## config.mk

```make
export PLATFORM = sky130hd
export DESIGN_NAME = conv_engine
export DESIGN_NICKNAME = d
export VERILOG_FILES = /design/src/conv_pkg.sv /design/src/conv_engine.sv
export SDC_FILE = /design/constraint.sdc
export NUM_CORES = 2
export LEC_CHECK = 0
export BUFFER_PORTS_ARGS = -buffer_cell sky130_fd_sc_hd__buf_2
export CAP_MARGIN = 25
export CORE_MARGIN = 10
export CORE_UTILIZATION = 45
export CTS_CLUSTER_SIZE = 40
export DETAILED_ROUTE_END_ITERATION = 8
export PLACE_DENSITY = 0.66
export SLEW_MARGIN = 20
export SYNTH_ARGS = -nofsm -noshare
export SYNTH_HDL_FRONTEND = slang
export SYNTH_SLANG_ARGS = --single-unit
```

## constraint.sdc

```tcl
create_clock -name clk -period 10 [get_ports clk]
set_input_delay 1 -clock clk [delete_from_list [all_inputs] [get_ports clk]]
set_output_delay 1 -clock clk [all_outputs]
set_load 0.02 [all_outputs]
```

## src/conv_pkg.sv

```systemverilog
`default_nettype none

package conv_pkg;

    localparam int DWIDTH      = 32;
    localparam int MEM_AWIDTH  = 14;  // 16384 words of data memory
    localparam int HOST_AWIDTH = 16;  // msb set selects the register space
    localparam int REG_AWIDTH  = 3;

    // register indices in the host register space
    localparam logic [REG_AWIDTH-1:0] REG_CTRL       = 3'd0;  // bit 0 starts the engine
    localparam logic [REG_AWIDTH-1:0] REG_STATUS     = 3'd1;  // bit 0 idle, bit 1 done
    localparam logic [REG_AWIDTH-1:0] REG_FM_DIM     = 3'd2;
    localparam logic [REG_AWIDTH-1:0] REG_WT_OFFSET  = 3'd3;
    localparam logic [REG_AWIDTH-1:0] REG_IFM_OFFSET = 3'd4;
    localparam logic [REG_AWIDTH-1:0] REG_OFM_OFFSET = 3'd5;

    typedef struct packed {
        logic [HOST_AWIDTH-1:0] addr;  // word address
        logic [DWIDTH-1:0]      wdata;
        logic [3:0]             be;
        logic                   we;
    } host_req_t;

    typedef struct packed {
        logic [MEM_AWIDTH-1:0] addr;
        logic [DWIDTH-1:0]     wdata;
        logic [3:0]            be;
        logic                  we;
    } mem_req_t;

    typedef struct packed {
        logic [7:0]            fm_dim;  // input map side length
        logic [MEM_AWIDTH-1:0] wt_offset;
        logic [MEM_AWIDTH-1:0] ifm_offset;
        logic [MEM_AWIDTH-1:0] ofm_offset;
    } conv_cfg_t;

    typedef enum logic [2:0] {
        ST_IDLE,
        ST_LOAD_WT,
        ST_WINDOW,
        ST_WRITE,
        ST_DONE
    } engine_state_e;

endpackage

`default_nettype wire

```

## src/conv_engine.sv

```systemverilog
`timescale 1ns/1ns
`default_nettype none

module conv_engine import conv_pkg::*; #(
    parameter int WT_DIM = 3
) (
    input  logic              clk,
    input  logic              arst_n_i,
    input  logic              start_i,
    input  conv_cfg_t         cfg_i,
    output logic              idle_o,
    output logic              done_o,
    output logic              mem_req_valid_o,
    output mem_req_t          mem_req_o,
    input  logic              mem_ready_i,
    input  logic              mem_rsp_valid_i,
    input  logic [DWIDTH-1:0] mem_rdata_i
);

    localparam int NWT = WT_DIM * WT_DIM;
    localparam int CW  = $clog2(NWT + 1);
    localparam int KW  = $clog2(WT_DIM + 1);
    localparam int IW  = 16;  // index math width, covers 255 x 255

    engine_state_e            state_q;
    logic [CW-1:0]            iss_cnt_q;   // requests granted in this phase
    logic [CW-1:0]            rsp_cnt_q;   // responses returned in this phase
    logic [KW-1:0]            ik_row_q;    // kernel position of next read
    logic [KW-1:0]            ik_col_q;
    logic [7:0]               out_row_q;
    logic [7:0]               out_col_q;
    logic [7:0]               out_dim;
    logic signed [DWIDTH-1:0] acc_q;
    logic signed [DWIDTH-1:0] prod;
    logic signed [DWIDTH-1:0] wt_q [NWT];
    logic [IW-1:0]            win_row;
    logic [IW-1:0]            win_col;
    logic [IW-1:0]            win_idx;
    logic [IW-1:0]            ofm_idx;
    logic                     issue;
    logic                     last_rsp;
    logic                     last_pos;

    assign idle_o   = (state_q == ST_IDLE);
    assign done_o   = (state_q == ST_DONE);  // single cycle state
    assign issue    = mem_req_valid_o && mem_ready_i;
    assign last_rsp = mem_rsp_valid_i && (rsp_cnt_q == CW'(NWT - 1));
    assign out_dim  = cfg_i.fm_dim - 8'(WT_DIM) + 8'd1;
    assign last_pos = (out_row_q == out_dim - 8'd1) && (out_col_q == out_dim - 8'd1);

    assign win_row = IW'(out_row_q) + IW'(ik_row_q);
    assign win_col = IW'(out_col_q) + IW'(ik_col_q);
    assign win_idx = win_row * IW'(cfg_i.fm_dim) + win_col;
    assign ofm_idx = IW'(out_row_q) * IW'(out_dim) + IW'(out_col_q);
    assign prod    = $signed(mem_rdata_i) * wt_q[rsp_cnt_q];  // low 32 bits kept

    always_comb begin
        case (state_q)
            ST_LOAD_WT, ST_WINDOW: mem_req_valid_o = (iss_cnt_q < CW'(NWT));
            ST_WRITE:              mem_req_valid_o = (iss_cnt_q == '0);
            default:               mem_req_valid_o = 1'b0;
        endcase
    end

    always_comb begin
        mem_req_o    = '0;
        mem_req_o.be = 4'hf;
        case (state_q)
            ST_LOAD_WT: mem_req_o.addr = cfg_i.wt_offset + MEM_AWIDTH'(iss_cnt_q);
            ST_WRITE: begin
                mem_req_o.addr  = cfg_i.ofm_offset + MEM_AWIDTH'(ofm_idx);
                mem_req_o.wdata = acc_q;
                mem_req_o.we    = 1'b1;
            end
            default:    mem_req_o.addr = cfg_i.ifm_offset + MEM_AWIDTH'(win_idx);
        endcase
    end

    always_ff @(posedge clk or negedge arst_n_i) begin
        if (!arst_n_i) begin
            state_q   <= ST_IDLE;
            iss_cnt_q <= '0;
            rsp_cnt_q <= '0;
            ik_row_q  <= '0;
            ik_col_q  <= '0;
            out_row_q <= '0;
            out_col_q <= '0;
            acc_q     <= '0;
        end else begin
            if (issue) begin
                iss_cnt_q <= iss_cnt_q + 1'b1;
                if (ik_col_q == KW'(WT_DIM - 1)) begin
                    ik_col_q <= '0;
                    ik_row_q <= ik_row_q + 1'b1;
                end else begin
                    ik_col_q <= ik_col_q + 1'b1;
                end
            end
            if (mem_rsp_valid_i) begin
                rsp_cnt_q <= rsp_cnt_q + 1'b1;
            end
            case (state_q)
                ST_IDLE: begin
                    if (start_i) begin
                        // a map smaller than the kernel has no output
                        state_q   <= (cfg_i.fm_dim < 8'(WT_DIM)) ? ST_DONE : ST_LOAD_WT;
                        iss_cnt_q <= '0;
                        rsp_cnt_q <= '0;
                        out_row_q <= '0;
                        out_col_q <= '0;
                    end
                end
                ST_LOAD_WT, ST_WINDOW: begin
                    if (state_q == ST_WINDOW && mem_rsp_valid_i) begin
                        acc_q <= acc_q + prod;
                    end
                    if (last_rsp) begin
                        state_q   <= (state_q == ST_LOAD_WT) ? ST_WINDOW : ST_WRITE;
                        iss_cnt_q <= '0;
                        rsp_cnt_q <= '0;
                        ik_row_q  <= '0;
                        ik_col_q  <= '0;
                        if (state_q == ST_LOAD_WT) begin
                            acc_q <= '0;
                        end
                    end
                end
                ST_WRITE: begin
                    if (mem_rsp_valid_i) begin  // write acknowledged
                        iss_cnt_q <= '0;
                        rsp_cnt_q <= '0;
                        ik_row_q  <= '0;
                        ik_col_q  <= '0;
                        acc_q     <= '0;
                        if (last_pos) begin
                            state_q <= ST_DONE;
                        end else begin
                            state_q <= ST_WINDOW;
                            if (out_col_q == out_dim - 8'd1) begin
                                out_col_q <= '0;
                                out_row_q <= out_row_q + 8'd1;
                            end else begin
                                out_col_q <= out_col_q + 8'd1;
                            end
                        end
                    end
                end
                default: state_q <= ST_IDLE;  // ST_DONE
            endcase
        end
    end

    always_ff @(posedge clk) begin
        if (state_q == ST_LOAD_WT && mem_rsp_valid_i) begin
            wt_q[rsp_cnt_q] <= mem_rdata_i;  // row-major kernel
        end
    end

endmodule

`default_nettype wire

```

Word-level counts from Yosys, hierarchy flattened
Memories as Yosys holds them, arrays and structs flattened.
Cells that the tools add are included.
- flip-flop bits (word level): 63
- memory bits (writable): 288
- bits of input ports: 87
- output and inout bits: 54
- word-level logic and storage cells: 105
- memories kept: 1
- memories (memory ; depth ; width ; read ports ; clocked after memory_dff ; write ports ; line ; RTL):
    wt_q ; 9 ; 32 ; 1 ; 0 ; 1 ; conv_engine.sv:35 ; logic signed [DWIDTH-1:0] wt_q [NWT];
- add/subtract/negate cells: 17
- $mul: 3
- order comparisons: 2
- equal/unequal tests: 13
- mux-type cells: 47
- reductions and logical operators: 14
- operators by type and width (cell ; number):
    $mux 32 ; 5
    $pmux 32 s2 ; 1
    $mux 8 ; 7
    $add 32x32->32 ; 1
    $mul 32x32->32 ; 1
    $mux 4 ; 8
    $pmux 8 s2 ; 2
    $add 14x14->14 ; 2
    $pmux 14 s2 ; 1
    $add 8x1->8 const B ; 3
    $pmux 4 s3 ; 2
    $add 8x2->9 ; 2
    $eq 8x8->1 ; 2
    $mux 2 ; 8
    $mux 3 ; 5
    $add 14x4->14 ; 1
    $add 14x8->14 ; 1
    $add 14x9->14 ; 1
    $mul 8x8->14 ; 1
    $mul 9x8->14 ; 1
    $ne 2x2->1 const B ; 5
    $pmux 3 s3 ; 1
    $add 4x1->4 const B ; 2
    $lt 8x2->1 const B ; 1
    21 further kinds ; 32

Longest topological paths before layout
- depth in word-level cells: 8
- mapped depth: 34
- mapped depth without buffers: 31

Worst setup path after synthesis
Ideal clock, no wire load.
- kind: flip-flop to flip-flop
- start point: reg rsp_cnt_q[0]
- end point: reg acc_q[30]
- arrival: 8.446 ns
- setup slack: 1.432 ns
- stages on the path, launching flop included: 34
- clock period less this slack: 8.568 ns
- path through: dfrtp_1 buf_4 buf_4 buf_4 mux4_2 mux2i_1 nor2_1 nor2_1 clkbuf_1 nor2b_1 fa_1 fa_1 inv_1 fa_1 fa_1 inv_1 fa_1 fa_1 fa_1 inv_1 fa_1 inv_1 ha_1 a21o_1 a21oi_1 nor2_1 nor2_1 o21ai_0 a21oi_1 o21bai_1 a21oi_1 a21oi_1 or3_1 a32o_1
- longest elaborated chain between the ends: 7
- elaborated cells between the ends (all ways): 9
- those cells by class: 1 x add/sub; 1 x mul; 1 x eq/ne; 4 x mux; 1 x reduce/logical; 1 x memory
- ends and longest elaborated chain (element ; line ; RTL):
    start, declared ; conv_engine.sv:27 ; logic [CW-1:0] rsp_cnt_q;
    start signal, assigned ; conv_engine.sv:100 ; rsp_cnt_q <= rsp_cnt_q + 1'b1;
    $mem_v2 9x32 ; -- ;
    $mul 32x32->32 ; conv_engine.sv:55 ; assign prod = $signed(mem_rdata_i) * wt_q[rsp_cnt_q];
    $add 32x32->32 ; conv_engine.sv:115 ; acc_q <= acc_q + prod;
    $mux 32 ; conv_engine.sv:114 ; if (state_q == ST_WINDOW && mem_rsp_valid_i) begin
    $mux 32 ; conv_engine.sv:123 ; if (state_q == ST_LOAD_WT) begin
    $mux 32 * ; conv_engine.sv:117 ; if (last_rsp) begin
    $pmux 32 s2 * ; conv_engine.sv:102 ; case (state_q)
    end signal, assigned ; conv_engine.sv:115 ;
    end, declared ; conv_engine.sv:33 ; logic signed [DWIDTH-1:0] acc_q;
Mark *: on every way between the ends. The rest lies on a longest branch, timed or not.
A chain may end at the register's enable or synchronous reset.

Worst setup path after layout
Ends and elaborated chain as after synthesis.

==> results.py <==
metrics = {
    "floorplan": {
        "start_util_pct": 45.48,
        "core_region_area_um2": 82240,
        "rows": 105,
        "die_x_um": 308.3,
        "dieArea_um2": 95060,
        "die_height_um": 308.3,
        "io_pins": 141,
    },
    "detailed_routing": {
        "vias": 24810,
        "ant_nets": 0,
        "routed_wl_um": 98650,
        "wl_per_cell_um": 21.10,
        "drt-initial-drc-count": 1891,
        "dr.pass1.iters": 8,
        "drc": 0,
        "via_per_inst": 5.306,
    },
    "job": {
        "drv_cap": 0,
    },
    "worst_setup_path": {
        "cp-end-kind": "flip-flop",
        "cp-start-kind": "flip-flop",
        "timing.rr.start": "rsp_cnt_q[0]",
        "cp_slowest_cell": "dfrtp_4",
        "crit-reg2reg-capture": "acc_q[30]",
        "worst_ep_required_time_ns": 10.45,
        "ff2ff_setup_slack_ns": 0.83,
        "cp.arrival_ns": 9.62,
        "crit_top_cell": "fa_1",
        "slowest_delay_ns": 0.70,
        "worstSetupPathType": "flip-flop to flip-flop",
        "cp_max_fo": 29,
        "reg2regPathDepth": 30,
    },
    "global_route": {
        "grt_pass1_wl_um": 155800,
        "grt_pass1_vias": 26420,
        "grt_overflow": 0,
        "grt_max_degree": 55,
        "grt_usage_pct": 21.33,
        "antenna_found_initial": 10,
    },
    "final_layout": {
        "final.fill_count": 7443,
        "fin_nets": 4461,
        "multi_input_area_um2": 24050,
        "seq_area_um2": 10230,
        "synthToLayoutAreaGrowth_pct": 8.901,
        "layout-drive-gt1-share_pct": 10.18,
    },
    "synthesis": {
        "async_flop_share_pct": 17.95,
        "yosys_most_used_dff": "edfxtp_1",
        "netlist_area_um2": 37410,
        "avgSynthCellArea_um2": 10.74,
        "yosys-top-cells-count": "702 x inv_1, 552 x fa_1, 308 x nand2_1",
        "synthCells": 3482,
        "seq_area_frac_synth_pct": 27.33,
        "yosys_warnings": 0,
        "ys_ff_latch": 351,
        "ys_top_cells_by_area": "fa_1 30%, edfxtp_1 23%, ha_1 8.2%",
        "yosysUniqueCellTypes": 65,
        "synth_edf_count": 288,
        "yosysMostFrequentCell": "inv_1",
        "yosysTopAreaCell": "fa_1",
        "yosysTopAreaCellShare_pct": 29.54,
    },
    "placed_design": {
        "hpwl_um": 73930,
        "gp_congestion": 0.8670,
        "io_buffers": 136,
    },
    "timing": {
        "report.final.setup_viol": 0,
        "relSlewSlack_pct": 30.87,
        "fmax_ghz": 0.1091,
        "hold_viol": 0,
        "rsz0062_at_grt": "false",
        "period_needed_ns": 9.169,
        "final_max_slew_viol_count": 0,
        "finalSetupTns_ns": 0,
        "period_share_pct": 91.69,
        "tightestPinTransition_ns": 1.037,
        "fin_worst_skew_ns": 0.03574,
    },
    "clocking": {
        "htreeDepth": 2,
        "cts_buffers": 38,
        "post_cts_buffers": 0,
        "ctsRootBufferMaster": "clkbuf_16",
        "cts_hold_buf": 0,
        "cts_tree": "done",
        "clock_sinks": 351,
        "cts_buffer_depth": 3,
        "cts_resized": 0,
        "clkLatencyLatePin_ns": 0.57,
        "clkTransAtPathRegs_ns": 0.06,
    },
    "worst_hold_path": {
        "holdCritPathClass": "primary input to asynchronous set/reset pin",
    },
    "status": {
        "status": "complete, no violations",
    },
}
## cells by family (layout without fill, tap and decap cells)
family | count (synthesis) | after routing | share of synthesized area [%]
buffers and inverters | 857 | 977 | 8.737
adder cells (fa/ha/maj) | 798 | 798 | 37.77
AO/OA/AOI/OAI | 251 | 251 | 4.108
AND/OR/NAND/NOR | 966 | 966 | 13.42
XOR/XNOR | 169 | 169 | 4.091
multiplexers | 89 | 89 | 4.529
other | 1 | 5 | 0.01002
flip-flops | 351 | 351 | 27.33
## area by class of cell
cell class / instances / area share [%]
repair buffers: 205 / 3.047
clock inverters: 25 / 0.6542
diodes: 1 / 0.006143
inverters: 703 / 6.478
well taps: 1070 / 3.286
clock buffers: 44 / 2.390
multi-input cells: 2277 / 59.03
flip-flops and latches: 351 / 25.11
## flip-flops by register name, summed over array words and instances (netlist names)
name	cells
acc_q	32
rsp_cnt_q	4
out_col_q	8
ik_row_q	2
ik_col_q	2
out_row_q	8
iss_cnt_q	4
wt_q	288
state_q	3
## layer usage
| layer | global-route usage, % | vias to the layer above | wire, um |
|---|---|---|---|
| li1 | - | 11050 | - |
| met1 | 29.44 | 12710 | 41670 |
| met2 | 34.15 | 904 | 45940 |
| met3 | 4.474 | 150 | 8584 |
| met4 | 5.104 | 2 | 2438 |
| met5 | 0 | - | 11 |
## stage by stage
step                utilization, %  worst slack (ns)  instance area [um^2]  cells  hold WS [ns]
floorplan                        -             1.432                 37420   3485        0.4498
global placement             47.96            0.9289                 39440   4604        0.4654
detailed placement           47.99            0.8514                 39470   4605        0.4758
CTS                          49.50            0.8143                 40710   4674        0.2369
global route                 49.53            0.3644                 40740   4676        0.2407
finish                       49.53            0.8308                 40740   4676        0.2598
## worst max-delay path, delay by kind of cell, from the launching register on
| family | cells | cell delay, ns |
|---|---|---|
| muxes | 2 | 0.72 |
| DFF | 1 | 0.70 |
| adders and majority gates | 9 | 4.23 |
| buffers and inverters | 6 | 1.10 |
| and+or+nand+nor | 5 | 0.79 |
| AOI/OAI and AO/OA | 8 | 1.48 |
## worst max-delay path by stage
stage	start	to	slack, ns	depth (start not counted)
2_1_floorplan	rsp_cnt_q[0]	acc_q[30]	1.43	33
4_1_cts	rsp_cnt_q[0]	acc_q[30]	0.81	30
3_5_place_dp	rsp_cnt_q[0]	acc_q[30]	0.85	30
5_1_grt	rsp_cnt_q[0]	acc_q[30]	0.36	30
3_3_place_gp	rsp_cnt_q[0]	acc_q[30]	0.93	30
6_report	rsp_cnt_q[0]	acc_q[30]	0.83	30
## cells in the final DEF, fill, tap and decap left out, types with 64 or more instances in the layout
cell / netlist / final
and2_1: 162 / 161
buf_2: 8 / 135
buf_4: 9 / 68
edfxtp_1: 288 / 288
fa_1: 552 / 552
ha_1: 246 / 246
inv_1: 702 / 702
mux4_2: 64 / 64
nand2_1: 308 / 308
nand2b_1: 68 / 68
nor2_1: 100 / 91
nor2b_1: 248 / 248
o21ai_0: 89 / 85
xnor2_1: 119 / 119
Power is left out: the tool's default activity adds up to more than one toggle a clock period on the data nets, which glitch-free logic cannot reach.
