$ cat src/conv_pkg.sv
`default_nettype none

package conv_pkg;

    localparam int DWIDTH      = 32;
    localparam int MEM_AWIDTH  = 14;  // 16384 words of data memory
    localparam int HOST_AWIDTH = 16;  // msb set selects the register space
    localparam int REG_AWIDTH  = 3;

    // register indices in the host register space
    localparam logic [REG_AWIDTH-1:0] REG_CTRL       = 3'd0;  // bit 0 starts the engine
    localparam logic [REG_AWIDTH-1:0] REG_STATUS     = 3'd1;  // bit 0 idle, bit 1 done
    localparam logic [REG_AWIDTH-1:0] REG_FM_DIM     = 3'd2;
    localparam logic [REG_AWIDTH-1:0] REG_WT_OFFSET  = 3'd3;
    localparam logic [REG_AWIDTH-1:0] REG_IFM_OFFSET = 3'd4;
    localparam logic [REG_AWIDTH-1:0] REG_OFM_OFFSET = 3'd5;

    typedef struct packed {
        logic [HOST_AWIDTH-1:0] addr;  // word address
        logic [DWIDTH-1:0]      wdata;
        logic [3:0]             be;
        logic                   we;
    } host_req_t;

    typedef struct packed {
        logic [MEM_AWIDTH-1:0] addr;
        logic [DWIDTH-1:0]     wdata;
        logic [3:0]            be;
        logic                  we;
    } mem_req_t;

    typedef struct packed {
        logic [7:0]            fm_dim;  // input map side length
        logic [MEM_AWIDTH-1:0] wt_offset;
        logic [MEM_AWIDTH-1:0] ifm_offset;
        logic [MEM_AWIDTH-1:0] ofm_offset;
    } conv_cfg_t;

    typedef enum logic [2:0] {
        ST_IDLE,
        ST_LOAD_WT,
        ST_WINDOW,
        ST_WRITE,
        ST_DONE
    } engine_state_e;

endpackage

`default_nettype wire

$ cat src/mem_arbiter.sv
`timescale 1ns/1ns
`default_nettype none

module mem_arbiter import conv_pkg::*; (
    input  logic              clk,
    input  logic              arst_n_i,
    input  logic              host_valid_i,
    input  mem_req_t          host_req_i,
    output logic              host_ready_o,
    output logic              host_rsp_valid_o,
    input  logic              eng_valid_i,
    input  mem_req_t          eng_req_i,
    output logic              eng_ready_o,
    output logic              eng_rsp_valid_o,
    output logic [DWIDTH-1:0] rdata_o,
    output logic              mem_en_o,
    output mem_req_t          mem_req_o,
    input  logic [DWIDTH-1:0] mem_rdata_i
);

    logic last_eng_q;  // engine won the last contested or single grant
    logic grant_eng;

    always_comb begin
        if (host_valid_i && eng_valid_i) begin
            grant_eng = !last_eng_q;  // alternate on contention
        end else begin
            grant_eng = eng_valid_i;
        end
    end

    assign eng_ready_o  = grant_eng;
    assign host_ready_o = host_valid_i && !grant_eng;
    assign mem_en_o     = host_valid_i || eng_valid_i;
    assign mem_req_o    = grant_eng ? eng_req_i : host_req_i;
    assign rdata_o      = mem_rdata_i;  // shared, steered by the valids

    always_ff @(posedge clk or negedge arst_n_i) begin
        if (!arst_n_i) begin
            last_eng_q       <= 1'b0;
            host_rsp_valid_o <= 1'b0;
            eng_rsp_valid_o  <= 1'b0;
        end else begin
            if (mem_en_o) begin
                last_eng_q <= grant_eng;
            end
            host_rsp_valid_o <= host_ready_o;  // memory answers one cycle later
            eng_rsp_valid_o  <= eng_ready_o;
        end
    end

endmodule

`default_nettype wire

$ cat config.mk
export PLATFORM = sky130hd
export DESIGN_NAME = mem_arbiter
export DESIGN_NICKNAME = d
export VERILOG_FILES = /design/src/conv_pkg.sv /design/src/mem_arbiter.sv
export SDC_FILE = /design/constraint.sdc
export NUM_CORES = 1
export LEC_CHECK = 0
export BUFFER_PORTS_ARGS = -buffer_cell sky130_fd_sc_hd__buf_2
export CAP_MARGIN = 30
export CORE_AREA = 8 8 82 84
export CTS_BUF_LIST = sky130_fd_sc_hd__clkbuf_8
export DETAILED_ROUTE_END_ITERATION = 10
export DIE_AREA = 0 0 90 92
export PLACE_DENSITY = 0.78
export SLEW_MARGIN = 5
export SYNTH_ARGS = -nofsm -noshare
export SYNTH_HDL_FRONTEND = slang
export SYNTH_SLANG_ARGS = --single-unit
$ cat constraint.sdc
create_clock -name clk -period 3.7 [get_ports clk]
set_input_delay 0.74 -clock clk [delete_from_list [all_inputs] [get_ports clk]]
set_output_delay 0.74 -clock clk [all_outputs]
set_load 0.01 [all_outputs]
# --- Yosys cells after proc, flatten, opt, wreduce, memory -nomap -nowiden ---
# Index checks and enable logic that the tools add are counted.
op_classes:
  bitwise_logic: 0
  n_mul: 0
  magnitude_cmp: 0
  muxes: 2
  eq_ne: 0
  shifts: 0
  addsub: 0
  n_reduce_logical: 5
  div_mod_pow: 0
op_table:
  columns: ["operator", "n"]
  rows:
  - ["51-bit two-way mux", 1]
  - ["1-bit logical AND", 2]
  - ["1-bit logical NOT", 2]
  - ["1-bit logical OR", 1]
  - ["1-bit two-way mux", 1]
totals:
  memories: 0
  input_bits: 138
  output_inout_bits: 88
  rom_bits: 0
  reg_bits: 3
  ram_bits: 0
  latch_bits: 0
  wordCells: 10

# --- Depth between registers and ports, before layout ---
# Gate-level depths: netlist (run 1).
depth:
  ltp_word: 4
  depth_mapped: 3

# --- Least setup slack after synthesis (run 1) ---
# OpenSTA, ideal clock, no wires.
synth_path:
  path_kind: "input port to output port"
  from: "in eng_valid_i"
  to: "out mem_req_o[11] (netlist name)"
  arrival_ps: 1565
  slack_ps: 1395
  required_ps: 2960
  path_stages: 3
  n_path_buf: 1
  path_cell_list: "a21boi_4 buf_4 mux2_2"
synth_rtl:
  columns: ["element", "line", "text"]
  rows:
  - ["start, declared", "mem_arbiter.sv:11", "input logic eng_valid_i,"]
  - ["end, declared", "mem_arbiter.sv:17", "output mem_req_t mem_req_o,"]

==> qor.csv, run 1 <==
stage,metric,value,unit
run_status,outcome,"complete, no violations",
worst_setup_path,start_kind,input pin,
global_route,grt_pass1_wl,7.13,mm
detailed_routing,num_vias,1222,
detailed_routing,routedWlPerCell,15.5,um
cts,worst_skew_pair.late_latency,210,ps
detailed_routing,drtAntennaViolNets,0,
cts,cts_tree,built,
placed_design,place_congestion,0.831,
worst_setup_path,rrSetupSlack,2730,ps
finish,layout-drive-gt1-share,95.2,%
finish,most-common-layout-cells,"buf_2, mux2_2, mux2_1, clkbuf_8, dfrtp_1",
detailed_routing,drc,0,
global_route,grt_antenna_before_repair,0,
sta,fin_skew,1.91,ps
global_route,grtUsageTotal,10.2,%
cts,cts_resized,0,
cts,numCtsBuffers,3,
power,p_per_area,220,nW/um^2
cts,cts.sinks,3,
sta,worst_pin_slew,401,ps
cts,clk_pin_slew,30,ps
sta,relSlewSlack,73.3,%
worst_setup_path,slowest_delay,390,ps
synth,syn-instance-count,97,
sta,fmax,371,MHz
worst_setup_path,rr_worst_depth,2,
die,start_util,18.2,%
sta,finalHoldViolCount,0,
synth,ys_ff_latch,3,
worst_setup_path,endpoint,mem_req_o[25],
die,core_area,5410,um^2
sta,rsz0062_at_grt,no,
worst_setup_path,timing.rr.end,eng_rsp_valid_o,
sta,period_needed,2690,ps
die,dieArea,8280,um^2
synth,syn_area,983,um^2
worst_setup_path,worst-path-max-fanout,32,
die,ios,226,
sta,fin_setup_tns,0,ps
finish,layout.area.seq,75.1,um^2
cts,cts_hold_buffers,0,
synth,ys_types,11,
sta,final_max_slew_viol_count,0,
cts,cts_buffer_depth,2,
die,die_w,90,um
sta,fin_crit_sh,72.8,%
run,maxCapViolCount,0,
worst_setup_path,startpoint,eng_valid_i,
worst_setup_path,path_cells,"buf_2, a21boi_4, buf_4, mux2_2, buf_2",
worst_setup_path,r2r_start,last_eng_q,
worst_setup_path,cp.depth,5,
synth,syn-num-nets,235,
min_path,hold_path.class,in2async,
detailed_routing,wirelength,4.64,mm
placed_design,pre_cts_ws,1000,ps
global_route,grt_max_degree,33,
die,die_y,92,um
power,vdd_drop_max,0.0978,mV
finish,areaGrowthSynthToFinish,67.8,%
worst_setup_path,crit_path_end_kind,output pin,
worst_setup_path,path_buf_inv,3,
sta,setup_viol,0,
finish,multi_input_area,616,um^2
placed_design,io_buffers,161,
finish,nFillCells,574,
worst_setup_path,critPathTopFamily,buffers and inverters,
cts,cts_root_buf,clkbuf_8,
cts,cts_setup_buffers,0,
worst_setup_path,slowest_stage,mux2_2,
placed_design,hpwlAfterDp,4.19,mm
finish,num-nets-final,366,
cts,htree_num_levels,1,
synth,syn_avg_cell_area,10.1,um^2
worst_setup_path,critical_path_required,2960,ps
global_route,grt_pass1_vias,1413,
worst_setup_path,path_common_cell,buf_2,
detailed_routing,drtIter0Drc,16,
synth,yosysWarnings,0,
detailed_routing,dr.pass1.iters,2,
finish,utilization,30.5,%
synth,ys_seq_area_share,7.63,%
power,p_leak,0.000925,uW
finish,num_antenna_cells,0,
die,rows,27,
finish,final_common_cell,buf_2,
detailed_routing,viasPerCell,4.09,
worst_setup_path,arrival,1950,ps
worst_setup_path,worst-setup-path-type,in2out,
sta,setup_ws,1010,ps
global_route,grt-ovfl-total,0,
[state kept, by name, indices dropped and copies added, names as in the netlist]
name / flops
host_rsp_valid_o: 1
last_eng_q: 1
eng_rsp_valid_o: 1
[through the flow]
stage	instances	hold WS [ps]	instance area (um^2)	total power [uW]
2_1_floorplan	97	444	983	199
3_3_place_gp	295	534	1610	270
3_5_place_dp	295	538	1610	275
4_1_cts	299	312	1650	369
5_1_grt	299	310	1650	390
6_report	299	312	1650	364
[worst min-delay path by stage]
stage	end	slack [ps]	depth (start not counted)
after floorplan	eng_rsp_valid_o	440	0
final	last_eng_q	310	1
after CTS	last_eng_q	310	1
after global routing	last_eng_q	310	1
after global placement	eng_rsp_valid_o	530	1
after detailed placement	host_rsp_valid_o	540	1
[per-layer routing]
metal	vias up	GRT usage, %	wire (um)
met5	-	0	0
met4	0	3.61	72
met3	17	4.65	564
met2	100	19.6	2420
met1	538	9.25	1590
li1	567	-	-
[layout make-up]
cell class	instances	share of cell area [%]
Multi-Input combinational cell	56	37.3
Tap cell	72	5.46
Sequential cell	3	4.55
Clock buffer	3	2.50
Inverter	1	0.227
Timing Repair Buffer	163	49.7
Clock inverter	1	0.227
[Yosys cell counts, drive strengths merged]
master,count,area share [%]
or2,1,0.64
buf,37,29
a21boi,2,2.7
inv,1,0.38
dfrtp,3,7.6
a21oi,1,0.51
mux2,51,58
nor2,1,0.38
[worst reg2reg max path: stages, from the launching register on]
cell	delay [ps]
dfrtp_1	420
a21boi_4	150
buf_4	280
[where the power goes]
group	switching (uW)	leakage, uW	internal [uW]
registers	2.98	0.0000359	36.5
clock network	21.0	0.0000269	70.6
logic	101	0.000862	132
[kinds of logic (layout without fill, tap and decap cells)]
logic type             Yosys count  in the layout  synth area share (%)
muxes                           51             51                  58.4
AOI/OAI and AO/OA                3              3                  3.18
buffers and inverters           38            168                  29.8
DFF                              3              3                  7.63
and+or+nand+nor                  2              2                  1.02
No activity file was read; power rests on OpenSTA's default activity.
==> run 2, diff against run 1 <==
- clock period: 3.7 -> 2.74 ns (I/O delays scaled with it)
==> qor.csv, run 2 (synthesized netlist as in run 1, its figures left out) <==
stage,metric,value,unit,change
run_status,outcome,"complete, no violations",,
die,start_util,18.2,%,unchanged
run,maxCapViolCount,0,,unchanged
placed_design,io_buffers,161,,unchanged
worst_setup_path,slowest_stage,mux2_2,,
power,power_frac_comb,64.0,%,about the same
finish,layout-drive-gt1-share,95.2,%,unchanged
detailed_routing,viasPerCell,4.03,,-1.3%
worst_setup_path,worst-setup-path-type,in2out,,
cts,cts_buffer_depth,2,,unchanged
worst_setup_path,critical_path_required,2190,ps,-770 ps
cts,cts_root_buf,clkbuf_8,,
worst_setup_path,path_cells,"buf_2, a21boi_4, buf_4, mux2_2, buf_2",,
finish,utilization,30.5,%,unchanged
power,vdd_drop_max,0.142,mV,+45%
detailed_routing,wirelength,4.60,mm,-0.95%
worst_setup_path,path_common_cell,buf_2,,
power,power.share.clock,25.1,%,about the same
global_route,grt_pass1_vias,1389,,-1.7%
detailed_routing,routedWlPerCell,15.4,um,-0.95%
finish,reg_top3,"eng_rsp_valid_o x1, host_rsp_valid_o x1, last_eng_q x1",,
detailed_routing,dr.pass1.iters,2,,unchanged
cts,cts_setup_buffers,0,,unchanged
die,core_area,5410,um^2,unchanged
finish,num_antenna_cells,0,,unchanged
placed_design,hpwlAfterDp,4.17,mm,-0.60%
sta,worst_pin_slew,392,ps,-9.21 ps
placed_design,place_congestion,0.831,,about the same
sta,fin_crit_sh,83.8,%,
global_route,grtUsageTotal,10.4,%,+0.15 points
die,die_w,90,um,unchanged
die,ios,226,,unchanged
worst_setup_path,rrSetupSlack,1780,ps,-950 ps
die,die_y,92,um,unchanged
cts,htree_num_levels,1,,unchanged
worst_setup_path,crit_path_end_kind,output pin,,
global_route,grt_max_degree,33,,unchanged
worst_setup_path,arrival,1750,ps,-200 ps
cts,cts_hold_buffers,0,,unchanged
detailed_routing,drc,0,,unchanged
worst_setup_path,r2r_start,last_eng_q,,
power,p_per_area,297,nW/um^2,+35%
worst_setup_path,rr_worst_depth,2,,unchanged
power,netSwitchingPower,167,uW,+34%
cts,cts_resized,0,,unchanged
sta,period_needed,2300,ps,
cts,worst_skew_pair.late_latency,210,ps,about the same
detailed_routing,num_vias,1206,,-1.3%
power,pwr-share-seq,10.9,%,about the same
worst_setup_path,critPathTopFamily,buffers and inverters,,
worst_setup_path,worst-path-max-fanout,32,,unchanged
global_route,grt-ovfl-total,0,,unchanged
sta,rsz0062_at_grt,no,,
finish,final_common_cell,buf_2,,
sta,finalHoldViolCount,0,,unchanged
placed_design,place_inst,295,,unchanged
cts,cts_tree,built,,
global_route,grt_pass1_wl,7.24,mm,+1.5%
cts,cts.sinks,3,,unchanged
detailed_routing,drtIter0Drc,7,,-9
detailed_routing,drtAntennaViolNets,0,,unchanged
sta,fmax,436,MHz,
sta,fin_setup_tns,0,ps,unchanged
finish,most-common-layout-cells,"buf_2, mux2_2, mux2_1, clkbuf_8, dfrtp_1",,
worst_setup_path,slowest_delay,390,ps,about the same
worst_setup_path,timing.rr.end,eng_rsp_valid_o,,
sta,setup_viol,0,,unchanged
finish,num-nets-final,366,,unchanged
cts,clk_pin_slew,30,ps,about the same
die,dieArea,8280,um^2,unchanged
cts,numCtsBuffers,3,,unchanged
global_route,grt_antenna_before_repair,0,,unchanged
power,p_int,323,uW,+35%
sta,final_max_slew_viol_count,0,,unchanged
finish,final_cells,299,,unchanged
power,switching_share,34.1,%,-0.19 points
min_path,hold_path.class,in2async,,
power,p_leak,0.000925,uW,unchanged
finish,areaGrowthSynthToFinish,67.8,%,unchanged
worst_setup_path,path_buf_inv,3,,unchanged
power,power.total,490,uW,+35%
sta,relSlewSlack,73.9,%,+0.61 points
sta,fin_skew,1.90,ps,-0.00685 ps
die,rows,27,,unchanged
worst_setup_path,start_kind,input pin,,
==> run 2: cell counts in the layout (fill, tap and decap cells not counted) <==
Identical to the previous run, type by type.
==> run 2: through the flow <==
| stage | setup slack, ps | area, um^2 | hold WS (ps) |
|---|---|---|---|
| floorplan | 819 | 983 | 252 |
| global placement | 466 | 1610 | 342 |
| detailed placement | 436 | 1610 | 345 |
| CTS | 439 | 1650 | 117 |
| global route | 387 | 1650 | 117 |
| finish | 444 | 1650 | 120 |
==> run 2: worst reg2reg max path: stages (launching register included) <==
cell and delay (ps):
dfrtp_1 420, a21boi_4 150, buf_4 280
==> run 2: power by group through the flow <==
| stage | combinational, uW | sequential [uW] | clock (uW) |
|---|---|---|---|
| after floorplan | 214 | 54.7 | 0 |
| after global placement | 311 | 53.5 | 0 |
| after detailed placement | 318 | 53.9 | 0 |
| after CTS | 319 | 53.4 | 127 |
| after global routing | 341 | 53.9 | 130 |
| final | 314 | 53.4 | 123 |
==> run 2: how the worst max path moves through the flow <==
stage,from,to,depth (start not counted)
4_1_cts,host_valid_i,mem_req_o[2],5
5_1_grt,eng_valid_i,mem_req_o[25],5
2_1_floorplan,eng_valid_i,mem_req_o[11],3
6_report,host_valid_i,mem_req_o[25],5
3_3_place_gp,host_valid_i,mem_req_o[2],5
3_5_place_dp,host_valid_i,mem_req_o[2],5
==> run 2: routing by layer <==
| layer | up-vias | wire (um) | global-route usage (%) |
|---|---|---|---|
| li1 | 567 | - | - |
| met1 | 524 | 1530 | 9.53 |
| met2 | 99 | 2460 | 20.2 |
| met3 | 16 | 536 | 4.07 |
| met4 | 0 | 70 | 3.61 |
| met5 | - | 0 | 0 |
==> run 2: layout make-up <==
| cell class | instances | area [um^2] |
|---|---|---|
| timing repair buffer | 163 | 821 |
| inverter | 1 | 3.75 |
| multi-input combinational | 56 | 616 |
| clock buffer | 3 | 41.3 |
| sequential | 3 | 75.1 |
| tap | 72 | 90.1 |
| clock inverter | 1 | 3.75 |
| fill | 568 | 3750 |
==> run 3, diff against run 2 <==
- ABC_AREA: default -> 1
- PLACE_DENSITY: 0.78 -> 0.8
- clock period: 2.74 -> 2.3 ns (I/O delays scaled with it)
==> qor.csv, run 3 <==
stage,metric,value,unit,change
synth,syn-num-nets,350,,+49%
sta,fin_skew,0.633,ps,-1.27 ps
synth,synthFlopType,dfrtp_1,,
worst_setup_path,slowest_stage,nand2_4,,
run,maxCapViolCount,0,,unchanged
worst_setup_path,critical_path_required,1840,ps,-350 ps
finish,reg_top3,"eng_rsp_valid_o x1, host_rsp_valid_o x1, last_eng_q x1",,
global_route,grt_antenna_before_repair,0,,unchanged
global_route,grt_max_degree,53,,+61%
cts,cts_root_buf,clkbuf_8,,
synth,syn_avg_cell_area,5.15,um^2,-49%
detailed_routing,drtAntennaViolNets,0,,unchanged
die,die_y,92,um,unchanged
finish,most-common-layout-cells,"buf_2, nand2_1, nand3_1",,
synth,ys_types,10,,-1
detailed_routing,num_vias,1764,,+46%
die,dieArea,8280,um^2,unchanged
worst_setup_path,critPathTopFamily,simple AND/OR/NAND/NOR gates,,
placed_design,dpl-instance-area,1680,um^2,+4.8%
placed_design,io_buffers,161,,unchanged
detailed_routing,wirelength,5.46,mm,+19%
run_status,outcome,"complete, no violations",,
worst_setup_path,path_cells,"nand2_2, nand2_4, inv_1, nor2_1, buf_2",,
finish,num_antenna_cells,0,,unchanged
cts,htree_num_levels,1,,unchanged
detailed_routing,viasPerCell,4.36,,+8.0%
global_route,grt_pass1_wl,8.58,mm,+19%
cts,cts_setup_buffers,0,,unchanged
detailed_routing,dr.pass1.iters,6,,+4
die,core_area,5410,um^2,unchanged
sta,period_needed,1940,ps,
die,die_w,90,um,unchanged
global_route,grtUsageTotal,12.0,%,+1.6 points
finish,final_common_cell,buf_2,,
placed_design,hpwlAfterDp,4.53,mm,+8.8%
power,p_per_area,366,nW/um^2,+23%
synth,yosysMostFrequentCell,nand2_1,,
cts,worst_skew_pair.late_latency,210,ps,about the same
synth,syn-instance-count,212,,+120%
sta,fin_setup_tns,0,ps,unchanged
global_route,grt-ovfl-total,0,,unchanged
min_path,hold_path.class,in2async,,
sta,finalHoldViolCount,0,,unchanged
detailed_routing,routedWlPerCell,13.5,um,-12%
die,ios,226,,unchanged
power,vdd_drop_max,0.389,mV,+170%
power,p_leak,0.00120,uW,+30%
detailed_routing,drtIter0Drc,67,,+60
synth,postSynth.asyncResetShare,100,%,unchanged
synth,ys_seq_area_share,6.87,%,-0.76 points
die,rows,27,,unchanged
sta,relSlewSlack,65.2,%,-8.7 points
synth,synth_common_cells,"nand2_1, nand3_1, buf_4",,
worst_setup_path,crit_path_end_kind,output pin,,
finish,layout-drive-gt1-share,51.1,%,-44 points
cts,numCtsBuffers,3,,unchanged
synth,synth_edf_count,0,,unchanged
die,start_util,20.2,%,+2.0 points
synth,syn_area,1090,um^2,+11%
finish,nFillCells,621,,+9.3%
finish,areaGrowthSynthToFinish,58.2,%,
sta,worst_pin_slew,522,ps,+130 ps
sta,final_max_slew_viol_count,0,,unchanged
worst_setup_path,slowest_delay,400,ps,about the same
sta,fin_crit_sh,84.1,%,
cts,cts_tree,built,,
cts,cts_hold_buffers,0,,unchanged
placed_design,place_congestion,0.818,,-1.5%
finish,num-nets-final,472,,+29%
cts,cts_buffer_depth,2,,unchanged
worst_setup_path,worst-path-max-fanout,52,,+63%
cts,clk_pin_slew,30,ps,about the same
cts,cts_resized,0,,unchanged
sta,fmax,517,MHz,
synth,synth_area_leader_cell,nand2_1,,
worst_setup_path,start_kind,register,,
synth,yosys-top-cells-area,"nand2_1, buf_4, nand3_1",,
synth,yosysTopAreaCellShare,35.4,%,-20 points
worst_setup_path,arrival,1480,ps,-270 ps
worst_setup_path,worst-setup-path-type,reg2out,,
sta,setup_viol,0,,unchanged
cts,cts.sinks,3,,unchanged
synth,yosysWarnings,0,,unchanged
worst_setup_path,path_buf_inv,2,,-1
finish,fin_area,1730,um^2,+4.7%
sta,rsz0062_at_grt,no,,
global_route,grt_pass1_vias,1763,,+27%
detailed_routing,drc,0,,unchanged
synth,ys_ff_latch,3,,unchanged
## run 3: changes by cell type after synthesis, sizes merged
cell,change
buf,+11
nand3,+51
o21a,+1
mux2,-51
a21boi,-2
a21oi,-1
inv,+2
nand2,+105
or2,-1
## run 3: layout make-up
class | count | area [um^2] | area share [%]
inverters | 3 | 11.3 | 0.652
clock inverters | 1 | 3.75 | 0.217
multi-input cells | 158 | 671 | 38.8
clock buffers | 3 | 41.3 | 2.39
well taps | 72 | 90.1 | 5.21
repair buffers | 165 | 836 | 48.4
flip-flops and latches | 3 | 75.1 | 4.34
## run 3: routing by layer
layer	GRT usage (%)	up-vias	routed length [um]
met5	0	-	0
met4	4.30	0	116
met3	4.48	18	582
met2	22.0	99	2750
met1	12.2	768	2010
li1	-	879	-
## run 3: path summary, 6_finish.rpt
path / startpoint / end / slack (ps) / cells past startpoint
worst min register to register: last_eng_q / last_eng_q / 490 / 1
worst min-delay path: arst_n_i / host_rsp_valid_o / 30 / 1
min in group clk: last_eng_q / last_eng_q / 490 / 1
max in group asynchronous: arst_n_i / last_eng_q / 2160 / 1
worst max register to register: last_eng_q / host_rsp_valid_o / 1110 / 4
worst max-delay path: last_eng_q / host_ready_o / 360 / 5
## run 3: report_power, final
group	leakage [uW]	total, uW	switching, uW	internal [uW]
clock	0.0000269	148	34.2	114
combinational	0.00114	423	237	186
sequential	0.0000362	61.0	2.45	58.6
total	0.00120	632	274	359
## run 3: stage by stage
stage | setup slack [ps] | hold slack [ps] | util [%] | total power [uW] | std cells
after CTS | 329 | 32.1 | 32.0 | 643 | 405
after global routing | 159 | 29.8 | 32.0 | 691 | 405
after global placement | 422 | 257 | 31.1 | 481 | 401
after floorplan | 867 | 164 | - | 341 | 212
after detailed placement | 360 | 259 | 31.1 | 490 | 401
final | 365 | 33.5 | 32.0 | 632 | 405
## run 3: logic make-up (layout without fill, tap and decap cells)
family / count (synthesis) / in the layout / synth area share (%)
compound gates: 1 / 1 / 0.688
flops: 3 / 3 / 6.87
buf+inv: 51 / 172 / 31.7
simple gates: 157 / 157 / 60.7
